[src/hw/masked_pkg.sv]
// Widths and LFSR constants; RND_WIDTH must stay 32 to match the LFSR polynomial and seed port
package masked_pkg;

    // ========================================
    // Datapath sizing
    // ========================================

    localparam int unsigned ADD_WIDTH = 16;                 // Secret word width, mod 2^ADD_WIDTH

    // ========================================
    // Pipeline latencies, in clock cycles
    // ========================================

    localparam int unsigned SPLIT_LATENCY = 1;              // Registered share split
    localparam int unsigned ADDER_LATENCY = ADD_WIDTH + 2;  // Input skew + ripple + deskew
    // in_valid sample edge up to out_valid
    localparam int unsigned A2B_LATENCY   = SPLIT_LATENCY + ADDER_LATENCY;

    // ========================================
    // Randomness source
    // ========================================

    // Low half masks the splitter, high half feeds the adder gadgets
    localparam int unsigned RND_WIDTH = 2 * ADD_WIDTH;

    // Galois right-shift form of x^32 + x^22 + x^2 + x + 1
    localparam logic [RND_WIDTH-1:0] LFSR_TAPS = 32'h8020_0003;

    // Any nonzero word works, zero would lock the LFSR
    localparam logic [RND_WIDTH-1:0] LFSR_DEFAULT_SEED = 32'h1ace_b00c;

endpackage : masked_pkg
[src/hw/masked_a2b.sv]
// First-order A2B top; no back-pressure, b0/b1 read as zero and carry no item while out_valid is low
module masked_a2b
    import masked_pkg::*;
(
    input  logic                 clk,
    input  logic                 rst_n,       // Synchronous, active low
    input  logic                 zeroize,     // Level, drops every item in flight
    input  logic                 in_valid,    // a0 and a1 taken this cycle
    input  logic [ADD_WIDTH-1:0] a0,          // Arithmetic share 0
    input  logic [ADD_WIDTH-1:0] a1,          // Arithmetic share 1
    input  logic                 seed_load,   // Reseed pulse for the LFSR
    input  logic [RND_WIDTH-1:0] seed,
    output logic [ADD_WIDTH-1:0] b0,          // Boolean share 0
    output logic [ADD_WIDTH-1:0] b1,          // Boolean share 1
    output logic                 out_valid    // A2B_LATENCY cycles after in_valid
);

    logic [RND_WIDTH-1:0]        rnd;         // Fresh bits, split between the two stages
    logic [ADD_WIDTH-1:0][1:0]   x;           // Masked operand from a0
    logic [ADD_WIDTH-1:0][1:0]   y;           // Masked operand from a1
    logic [ADD_WIDTH-1:0][1:0]   s;           // Shared sum from the adder
    logic [A2B_LATENCY-1:0]      valid_pipe;  // One bit per pipeline stage

    // ========================================
    // Datapath
    // ========================================

    rnd_lfsr u_rnd (
        .clk       (clk),
        .rst_n     (rst_n),
        .seed_load (seed_load),
        .seed      (seed),
        .rnd       (rnd)
    );

    share_splitter u_split (
        .clk     (clk),
        .rst_n   (rst_n),
        .zeroize (zeroize),
        .a0      (a0),
        .a1      (a1),
        .mask    (rnd[ADD_WIDTH-1:0]),           // Low half masks the operands
        .x       (x),
        .y       (y)
    );

    masked_boolean_adder #(
        .WIDTH (ADD_WIDTH)
    ) u_adder (
        .clk     (clk),
        .rst_n   (rst_n),
        .zeroize (zeroize),
        .x       (x),
        .y       (y),
        .rnd     (rnd[RND_WIDTH-1:ADD_WIDTH]),   // High half feeds the AND gadgets
        .s       (s)
    );

    // ========================================
    // Valid tracking and output gating
    // ========================================

    always_ff @(posedge clk) begin
        if (!rst_n || zeroize) begin
            valid_pipe <= '0;                    // Flushed items never surface
        end else begin
            valid_pipe <= {valid_pipe[A2B_LATENCY-2:0], in_valid};
        end
    end

    assign out_valid = valid_pipe[A2B_LATENCY-1];

    // Unpack share pairs, stale shares are held at zero
    always_comb begin
        for (int i = 0; i < ADD_WIDTH; i++) begin
            b0[i] = out_valid & s[i][0];
            b1[i] = out_valid & s[i][1];
        end
    end

endmodule : masked_a2b

[src/hw/rnd_lfsr.sv]
// Reseedable Galois LFSR, functional stand-in and not a certified RNG; zeroize does not touch it
module rnd_lfsr
    import masked_pkg::*;
(
    input  logic                 clk,
    input  logic                 rst_n,       // Loads LFSR_DEFAULT_SEED
    input  logic                 seed_load,   // One-cycle pulse, wins over stepping
    input  logic [RND_WIDTH-1:0] seed,        // Zero is replaced by the default seed
    output logic [RND_WIDTH-1:0] rnd          // Whole state, new value every cycle
);

    logic [RND_WIDTH-1:0] state;
    logic [RND_WIDTH-1:0] state_step;       // One Galois step ahead
    logic [RND_WIDTH-1:0] seed_safe;        // seed with the lock-up value filtered

    // ========================================
    // Next-state logic
    // ========================================

    // Right shift, fold taps back in when a one falls out
    assign state_step = state[0] ? ((state >> 1) ^ LFSR_TAPS) : (state >> 1);

    // All-zero state never leaves zero
    assign seed_safe = (seed == '0) ? LFSR_DEFAULT_SEED : seed;

    // ========================================
    // State register
    // ========================================

    always_ff @(posedge clk) begin
        if (!rst_n) begin
            state <= LFSR_DEFAULT_SEED;
        end else if (seed_load) begin
            state <= seed_safe;             // Reseed, no step this cycle
        end else begin
            state <= state_step;
        end
    end

    assign rnd = state;

endmodule : rnd_lfsr

[src/hw/share_splitter.sv]
// Arithmetic shares to masked Boolean operands in one cycle; mask must be fresh for every item
module share_splitter
    import masked_pkg::*;
(
    input  logic                      clk,
    input  logic                      rst_n,      // Synchronous, active low
    input  logic                      zeroize,    // Clears both operand registers
    input  logic [ADD_WIDTH-1:0]      a0,         // Arithmetic share 0
    input  logic [ADD_WIDTH-1:0]      a1,         // Arithmetic share 1
    input  logic [ADD_WIDTH-1:0]      mask,       // Fresh Boolean mask
    output logic [ADD_WIDTH-1:0][1:0] x,          // a0 as Boolean share pairs
    output logic [ADD_WIDTH-1:0][1:0] y           // a1 as Boolean share pairs
);

    // ========================================
    // Mask derivation
    // ========================================

    // Rotate right by one so x and y never carry the same mask bit per position
    logic [ADD_WIDTH-1:0] mask_rot;

    assign mask_rot = {mask[0], mask[ADD_WIDTH-1:1]};

    // ========================================
    // Registered operands
    // ========================================

    // Registering here keeps a0 and a1 from meeting in any later cone unmasked
    always_ff @(posedge clk) begin
        if (!rst_n) begin
            x <= '0;
            y <= '0;
        end else if (zeroize) begin
            x <= '0;
            y <= '0;
        end else begin
            for (int i = 0; i < ADD_WIDTH; i++) begin
                // Share 0 is the masked bit, share 1 the mask itself
                x[i][0] <= a0[i] ^ mask[i];
                x[i][1] <= mask[i];
                y[i][0] <= a1[i] ^ mask_rot[i];
                y[i][1] <= mask_rot[i];
            end
        end
    end

endmodule : share_splitter

[src/hw/masked_boolean_adder.sv]
// Pipelined masked ripple-carry adder; WIDTH >= 2, WIDTH + 2 cycles latency, rnd fresh every cycle
module masked_boolean_adder
    import masked_pkg::*;
#(
    parameter int unsigned WIDTH = ADD_WIDTH      // Any width of 2 or more
) (
    input  logic                   clk,
    input  logic                   rst_n,         // Synchronous, active low
    input  logic                   zeroize,       // Drops everything in flight
    input  logic [WIDTH-1:0][1:0]  x,             // Operand, one share pair per bit
    input  logic [WIDTH-1:0][1:0]  y,             // Operand, one share pair per bit
    input  logic [WIDTH-1:0]       rnd,           // Bit i goes to full adder i
    output logic [WIDTH-1:0][1:0]  s              // Boolean-shared sum, all bits aligned
);

    // ========================================
    // Shared ripple signals
    // ========================================

    // carry[i] enters bit i, carry[0] is the constant zero pair
    logic [WIDTH-1:0][1:0] carry;
    // sum[i] leaves bit i, i + 2 cycles after the operands arrive
    logic [WIDTH-1:0][1:0] sum;

    assign carry[0] = 2'b00;

    // Bit i timing, counted from the edge after x and y are presented
    //   skew out   : after i + 1 edges
    //   sum, carry : after i + 2 edges, carry meets bit i + 1 skew output
    //   deskew out : after WIDTH + 2 edges for every bit

    for (genvar i = 0; i < WIDTH; i++) begin : gen_bit

        // ========================================
        // Input skew, i + 1 stages deep
        // ========================================

        logic [i:0][1:0] x_dly;                    // x_dly[i] feeds the bit logic
        logic [i:0][1:0] y_dly;

        always_ff @(posedge clk) begin
            if (!rst_n || zeroize) begin
                x_dly <= '0;
                y_dly <= '0;
            end else begin
                x_dly[0] <= x[i];                  // First stage takes the port
                y_dly[0] <= y[i];
                for (int k = 1; k <= i; k++) begin
                    x_dly[k] <= x_dly[k-1];        // Shift toward the adder
                    y_dly[k] <= y_dly[k-1];
                end
            end
        end

        // ========================================
        // Bit logic
        // ========================================

        if (i < WIDTH - 1) begin : gen_fa
            // Full adder fires one cycle after its skewed operands land
            masked_full_adder u_fa (
                .clk     (clk),
                .rst_n   (rst_n),
                .zeroize (zeroize),
                .x       (x_dly[i]),
                .y       (y_dly[i]),
                .c_in    (carry[i]),
                .rnd     (rnd[i]),
                .s       (sum[i]),
                .c_out   (carry[i+1])             // Ready just as bit i + 1 sees its operands
            );
        end else begin : gen_top
            // Carry out of the MSB is discarded, so the top bit is linear only
            logic [1:0] top_sum;

            always_ff @(posedge clk) begin
                if (!rst_n || zeroize) begin
                    top_sum <= 2'b00;
                end else begin
                    // Spare random bit refreshes the pair, value unchanged
                    top_sum <= x_dly[i] ^ y_dly[i] ^ carry[i] ^ {2{rnd[i]}};
                end
            end

            assign sum[i] = top_sum;               // Same i + 2 timing as a full adder
        end

        // ========================================
        // Output deskew, WIDTH - i stages deep
        // ========================================

        logic [WIDTH-1-i:0][1:0] s_dly;            // Low bits wait longest

        always_ff @(posedge clk) begin
            if (!rst_n || zeroize) begin
                s_dly <= '0;
            end else begin
                s_dly[0] <= sum[i];
                for (int k = 1; k <= WIDTH - 1 - i; k++) begin
                    s_dly[k] <= s_dly[k-1];
                end
            end
        end

        assign s[i] = s_dly[WIDTH-1-i];            // All bits leave on the same edge
    end

endmodule : masked_boolean_adder

[src/hw/masked_full_adder.sv]
// Two-share full adder with one cycle latency; c_out is valid one cycle after x, y and c_in
module masked_full_adder (
    input  logic       clk,
    input  logic       rst_n,        // Synchronous, active low
    input  logic       zeroize,      // Clears sum, delayed carry and gadget state
    input  logic [1:0] x,            // Operand bit, share pair
    input  logic [1:0] y,            // Operand bit, share pair
    input  logic [1:0] c_in,         // Incoming carry, share pair
    input  logic       rnd,          // Fresh bit for the AND gadget
    output logic [1:0] s,            // Registered sum share pair
    output logic [1:0] c_out         // Carry share pair, aligned with s
);

    // ========================================
    // Carry path
    // ========================================

    // maj(x, y, c) = ((x ^ c) & (y ^ c)) ^ c, so one nonlinear gadget suffices
    logic [1:0] and_a;               // x ^ c_in, share-wise
    logic [1:0] and_b;               // y ^ c_in, share-wise
    logic [1:0] and_q;               // Gadget result, one cycle later
    logic [1:0] c_in_d;              // c_in held to line up with and_q

    assign and_a = x ^ c_in;         // Linear, so XOR per share is safe
    assign and_b = y ^ c_in;

    masked_and u_carry_and (
        .clk     (clk),
        .rst_n   (rst_n),
        .zeroize (zeroize),
        .a       (and_a),
        .b       (and_b),
        .rnd     (rnd),
        .q       (and_q)
    );

    assign c_out = and_q ^ c_in_d;   // Only XOR of registers, no glitchy logic cone

    // ========================================
    // Sum path and carry delay
    // ========================================

    always_ff @(posedge clk) begin
        if (!rst_n) begin
            s      <= 2'b00;
            c_in_d <= 2'b00;
        end else if (zeroize) begin
            s      <= 2'b00;
            c_in_d <= 2'b00;
        end else begin
            // Sum is linear in the shares
            s      <= x ^ y ^ c_in;
            c_in_d <= c_in;          // Matches the gadget register stage
        end
    end

endmodule : masked_full_adder

[src/hw/masked_and.sv]
// First-order DOM AND gadget; rnd must be fresh each cycle and q lags a and b by exactly one cycle
module masked_and (
    input  logic       clk,
    input  logic       rst_n,        // Synchronous, active low
    input  logic       zeroize,      // Clears the gadget registers
    input  logic [1:0] a,            // Share pair, value is a[0] ^ a[1]
    input  logic [1:0] b,            // Share pair, value is b[0] ^ b[1]
    input  logic       rnd,          // Fresh remask bit
    output logic [1:0] q             // Share pair of a & b
);

    // Per-domain products, formed before the register
    logic inner_0;                   // Domain 0 only
    logic inner_1;                   // Domain 1 only
    logic cross_01;                  // Mixes domains, so it gets remasked
    logic cross_10;

    // Register stage acting as the glitch barrier
    logic inner_0_q;
    logic inner_1_q;
    logic cross_01_q;
    logic cross_10_q;

    assign inner_0  = a[0] & b[0];
    assign inner_1  = a[1] & b[1];
    assign cross_01 = (a[0] & b[1]) ^ rnd;   // Same rnd on both cross terms
    assign cross_10 = (a[1] & b[0]) ^ rnd;   // so it cancels in q[0] ^ q[1]

    // Inner terms are registered with the cross terms, all four from one cycle
    always_ff @(posedge clk) begin
        if (!rst_n || zeroize) begin
            inner_0_q  <= 1'b0;
            inner_1_q  <= 1'b0;
            cross_01_q <= 1'b0;
            cross_10_q <= 1'b0;
        end else begin
            inner_0_q  <= inner_0;
            inner_1_q  <= inner_1;
            cross_01_q <= cross_01;
            cross_10_q <= cross_10;
        end
    end

    // Each output share stays in its own domain plus one refreshed cross term
    assign q[0] = inner_0_q ^ cross_01_q;
    assign q[1] = inner_1_q ^ cross_10_q;

endmodule : masked_and

[config.mk]
export PLATFORM = sky130hd
export DESIGN_NAME = masked_a2b
export DESIGN_NICKNAME = d
export VERILOG_FILES = /design/src/hw/masked_pkg.sv /design/src/hw/masked_a2b.sv /design/src/hw/rnd_lfsr.sv /design/src/hw/share_splitter.sv /design/src/hw/masked_boolean_adder.sv /design/src/hw/masked_full_adder.sv /design/src/hw/masked_and.sv
export SDC_FILE = /design/constraint.sdc
export NUM_CORES = 1
export LEC_CHECK = 0
export BUFFER_PORTS_ARGS = -buffer_cell sky130_fd_sc_hd__buf_2
export CORE_UTILIZATION = 45
export DETAILED_ROUTE_END_ITERATION = 10
export GPL_TIMING_DRIVEN = 1
export REMOVE_ABC_BUFFERS = 1
export SLEW_MARGIN = 10
export SYNTH_ARGS = -nofsm -noshare
export SYNTH_HDL_FRONTEND = slang
export SYNTH_SLANG_ARGS = --single-unit
[constraint.sdc]
create_clock -name clk -period 2.09 [get_ports clk]
set_clock_uncertainty 0.05 [all_clocks]
set_input_delay 0.3135 -clock clk [delete_from_list [all_inputs] [get_ports clk]]
set_output_delay 0.3135 -clock clk [all_outputs]
set_load 0.005 [all_outputs]
==> Word-level counts from Yosys, hierarchy flattened <==
Cells that the tools add are included.
{ "classes": {"n_mux": 3, "bitwise_logic": 260, "reduce_logical": 4} }
{ "ops": {"columns": ["operator", "n"], "rows": [
  ["2-bit XOR", 74],
  ["32-bit two-way mux", 3],
  ["1-bit AND", 92],
  ["1-bit XOR", 92],
  ["32-bit logical NOT", 1],
  ["3-bit inverter with 4-bit output", 1],
  ["2-bit OR reduction", 1],
  ["1-bit logical NOT", 1],
  ["1-bit logical OR", 1],
  ["1-bit inverter", 1]
]} }
{ "word_totals": {"regBits": 1051, "in_bits": 69, "out_inout_bits": 33, "wordCells": 799} }

==> Depth between registers and ports, before layout <==
{ "depth": {"word_depth": 5, "depth_mapped": 5} }

==> By module <==
Synthesis repeated with hierarchy kept, for this count alone.
{ "unflattened": {"hier_cells": 2664, "area_unflattened_um2": 31781.7} }
{ "modules_own_cells": {"columns": ["module", "n_inst", "cells_per_inst", "area_per_inst_um2", "seq_area_each_um2"], "rows": [
  ["masked_boolean_adder", 1, 1766, 22374.0, 16375.7],
  ["masked_full_adder", 15, 19, 206.4, 80.1],
  ["masked_and", 15, 16, 167.7, 80.1],
  ["share_splitter", 1, 150, 1635.3, 960.9],
  ["rnd_lfsr", 1, 148, 1365.1, 640.6],
  ["masked_a2b", 1, 75, 795.8, 380.4]
]} }

==> Least setup slack after synthesis <==
OpenSTA, ideal clock, no wires.
{ "synth_path": {"kind": "register -> register", "startpoint": "register u_adder.gen_bit[3].gen_fa.u_fa.u_carry_and.cross_10_q", "endpoint": "register u_adder.gen_bit[4].gen_fa.u_fa.s[1]", "setup_ns": 0.068, "t_arrival_ns": 1.219, "path_slack_ns": 0.753, "stages_incl_launch_ff": 5, "n_path_buf": 0, "path_cell_list": "dfxtp_1 xnor3_2 xor2_1 or2_1 a21oi_2"} }
{ "synth_via": {"elab_chain_len": 3} }
{ "synth_lines": {"columns": ["item", "line_no", "source"], "rows": [
  ["start, declared", "masked_and.sv:22", "logic cross_10_q;"],
  ["start signal, assigned", "masked_and.sv:40", "cross_10_q <= cross_10;"],
  ["1-bit XOR", "masked_and.sv:46", "assign q[1] = inner_1_q ^ cross_10_q;"],
  ["2-bit XOR", "masked_full_adder.sv:37", "assign c_out = and_q ^ c_in_d;"],
  ["2-bit XOR", "masked_full_adder.sv:52", "s <= x ^ y ^ c_in;"],
  ["end signal, assigned", "masked_full_adder.sv:52", null],
  ["end, declared", "masked_full_adder.sv:10", "output logic [1:0] s,"]
]} }
No other way between the ends.
A chain may end at the register's enable or synchronous reset.

==> Worst setup path in the final report <==
{ "layout_path": {"startpoint": "register valid_pipe[18]", "endpoint": "output port b0[0]"} }
{ "layout_via": {"elab_chain_len": 1} }
{ "layout_lines": {"columns": ["item", "line_no", "source"], "rows": [
  ["start, declared", "masked_a2b.sv:22", "logic [A2B_LATENCY-1:0] valid_pipe;"],
  ["start signal, assigned", "masked_a2b.sv:67", "valid_pipe <= {valid_pipe[A2B_LATENCY-2:0], in_valid};"],
  ["1-bit AND", "masked_a2b.sv:76", "b0[i] = out_valid & s[i][0];"],
  ["end, declared", "masked_a2b.sv:13", "output logic [ADD_WIDTH-1:0] b0,"]
]} }
No other way between the ends.

==> reports/metrics.cfg <==
[clocking]
cts.clk_slew.worst_paths_ps=60
cts.sinks=914
clk_latency_ps=610
clockRootBuffer=clkbuf_16
htreeDepth=3
numCtsBuffers=88
cts_buffer_depth=3
cts_tree=built

[cells_and_area]
drive_gt1_share_pct=12.42
diodes=0
fill_cells=5134
multi_input_area_sq_um=8798
final-seq-area_sq_um=18300
fin_nets=2583
final_util_pct=54.01
instances_no_fill=3366
syn_to_final_growth_pct=18.29

[worst_setup_path]
arrival_ps=1500
crit_slowest_cell=dfxtp_1
cp.buffers_inverters=2
critPathKind=reg -> out
crit_chain=buf_4, and2_1, buf_2
cp_max_fo=29
slowest_delay_ps=370
critPathTopFamily=flip-flops
cp-start-kind=register
cp.required_ps=1730
cp-end-kind=output pin

[logic_synthesis]
ys_top_cells_by_count=dfxtp_1, and2_1, nor2_1
netlist_area_sq_um=27660
ys_seq_area_share_pct=66.15
netlist.area_leader.share_pct=66.15
yosys.area.top_type=dfxtp_1
synthTopCellsByArea=dfxtp_1, and2_1, xnor3_2
ys_ff_latch=914
yosysMostFrequentCell=dfxtp_1
synth_warnings=0
async_flop_share_pct=0
synth_edf_count=0
ys_types=29
synth_ff_type=dfxtp_1
synth.avg_cell_area_sq_um=11.78
netlist_instances=2349

[die]
rows=90
start_util_pct=45.66
die_h_um=249.9
dieArea_sq_um=62470
die_x_um=249.9
coreArea_sq_um=60580
num_io_pins=102

[job]
maxCapViolations=0

[detailed_routing]
via_per_inst=4.214
drtIter0Drc=508
wl_mm=37.40
drtAntennaViolNets=0
wl_per_cell_um=11.11
firstDrtPassIters=5
drc_errors=0
vias=14190

[run_status]
status=finished clean

[pwr]
pwr_density_cell_nw_per_um2=1100
comb_power_share_pct=3.8
intPower_w=0.02890
p_leak_nw=13.54
switching_share_pct=19.70
seqPwrFrac_pct=49.5
pwr-share-clk_pct=46.7
ir_drop_uv=759.2
p_sw_w=0.007089
power_w=0.03599

[sta]
fin_crit_ps=1867
whs_ps=40.80
hold_violations=0
worst_pin_slew_ps=541.2
slew_headroom_pct=63.92
finalSetupViolCount=0
period_share_pct=89.33
rsz0062_at_grt=false
setup_tns_ps=0
fmax_mhz=535.6
slew_violations=0

[worst_hold_path]
min_path_type=in -> reg

[global_routing]
grt_pass1_wl_mm=63.54
grtUsageTotal_pct=12.24
grt_max_degree=123
grt_pass1_vias=13480
overflow=0
antenna_found_initial=1

[placement]
io_buffers=101
placed_cells=3147
globalplace.congestion=0.8252
dp_hpwl_mm=22.39

[cells in the final DEF, fill, tap and decap left out, types with 10 or more instances in the layout]
cell and instances:
dfxtp_1 914, and2_1 774, nor2b_1 16, buf_12 12
xor2_1 38, clkbuf_1 15, buf_4 15, dlygate4sd3_1 57
a21oi_1 41, nand2_1 39, clkbuf_8 20, o21ai_0 16
nand2b_1 26, xnor2_2 10, clkinv_2 14, bufinv_16 15
xnor3_2 26, nand3_1 28, clkbuf_16 91, or3_1 28
xnor2_1 62, nor2_1 122, mux2i_1 42, buf_2 101
[cell families (layout without fill, tap and decap cells)]
group           Yosys count  count (layout)  share of synthesized area [%]
simple gates           1066            1066                          22.56
flops                   914             914                          66.15
xor+xnor                140             140                          6.314
buf+inv                 120             355                          2.081
compound gates           65              65                          1.285
mux                      42              42                          1.520
fa+ha+maj                 2               2                        0.09045
[worst paths after layout]
| kind | from | to | slack (ps) | cells past startpoint |
|---|---|---|---|---|
| hold reg to reg | u_adder.gen_bit[14].x_dly[4] | u_adder.gen_bit[14].x_dly[6] | 360 | 1 |
| setup / recovery | valid_pipe[18] | b0[0] | 220 | 3 |
| hold / removal | seed[15] | u_rnd.rnd[15] | 40 | 4 |
| setup reg to reg | register | register | 590 | 4 |
[state kept, by name (all words and copies together) (netlist names), 16 cells and up]
signal	cells
u_split.y	32
u_adder.gen_bit.gen_fa.u_fa.c_in_d	28
valid_pipe	19
u_adder.gen_bit.s_dly	242
u_adder.gen_bit.x_dly	266
u_split.x	16
u_rnd.rnd	32
u_adder.s	30
u_adder.gen_bit.y_dly	157
u_adder.gen_bit.gen_fa.u_fa.s	30
[metal layers]
layer	vias to the layer above	routed length, um	global-route usage (%)	share of wire (%)
met5	-	0	0	0
met4	0	882	5.329	2.4
met3	68	1930	3.004	5.2
met2	216	16970	20.02	45
met1	6300	17620	15.34	47
li1	7602	-	-	-
[per-stage QoR]
| stage | setup slack, ps | instance area (sq um) |
|---|---|---|
| 2_1_floorplan | -6672 | 27120 |
| 3_3_place_gp | 449.7 | 28960 |
| 3_5_place_dp | 417.7 | 28960 |
| 4_1_cts | 114.0 | 32720 |
| 5_1_grt | 50.22 | 32720 |
| 6_report | 223.0 | 32720 |
[power by group through the flow]
stage                     sequential, W  clock, W  combinational (W)
after global routing             0.0178    0.0181            0.00153
after floorplan                  0.0181         0           0.000927
final                            0.0178    0.0168            0.00137
after detailed placement         0.0182         0            0.00130
after global placement           0.0182         0            0.00127
after CTS                        0.0178    0.0173            0.00139
[layout make-up]
class	count	area share, %
Clock buffer	126	7.973
Clock inverter	36	1.770
Inverter	8	0.09177
Multi-Input combinational cell	1315	26.89
Sequential cell	914	55.92
Tap cell	782	2.990
Timing Repair Buffer	185	4.367
[worst min-delay path: cells and delay by family]
family,cells,cell delay (ps)
AOI/OAI and AO/OA,2,170
buffers and inverters,1,90
and+or+nand+nor,1,100
[repair_timing]
action,in CTS,in global routing
gates resized for setup,0,0
endpoints found under the hold margin,53,0
buffers inserted,0,0
hold buffers,57,0
No activity file was read; power rests on OpenSTA's default activity.
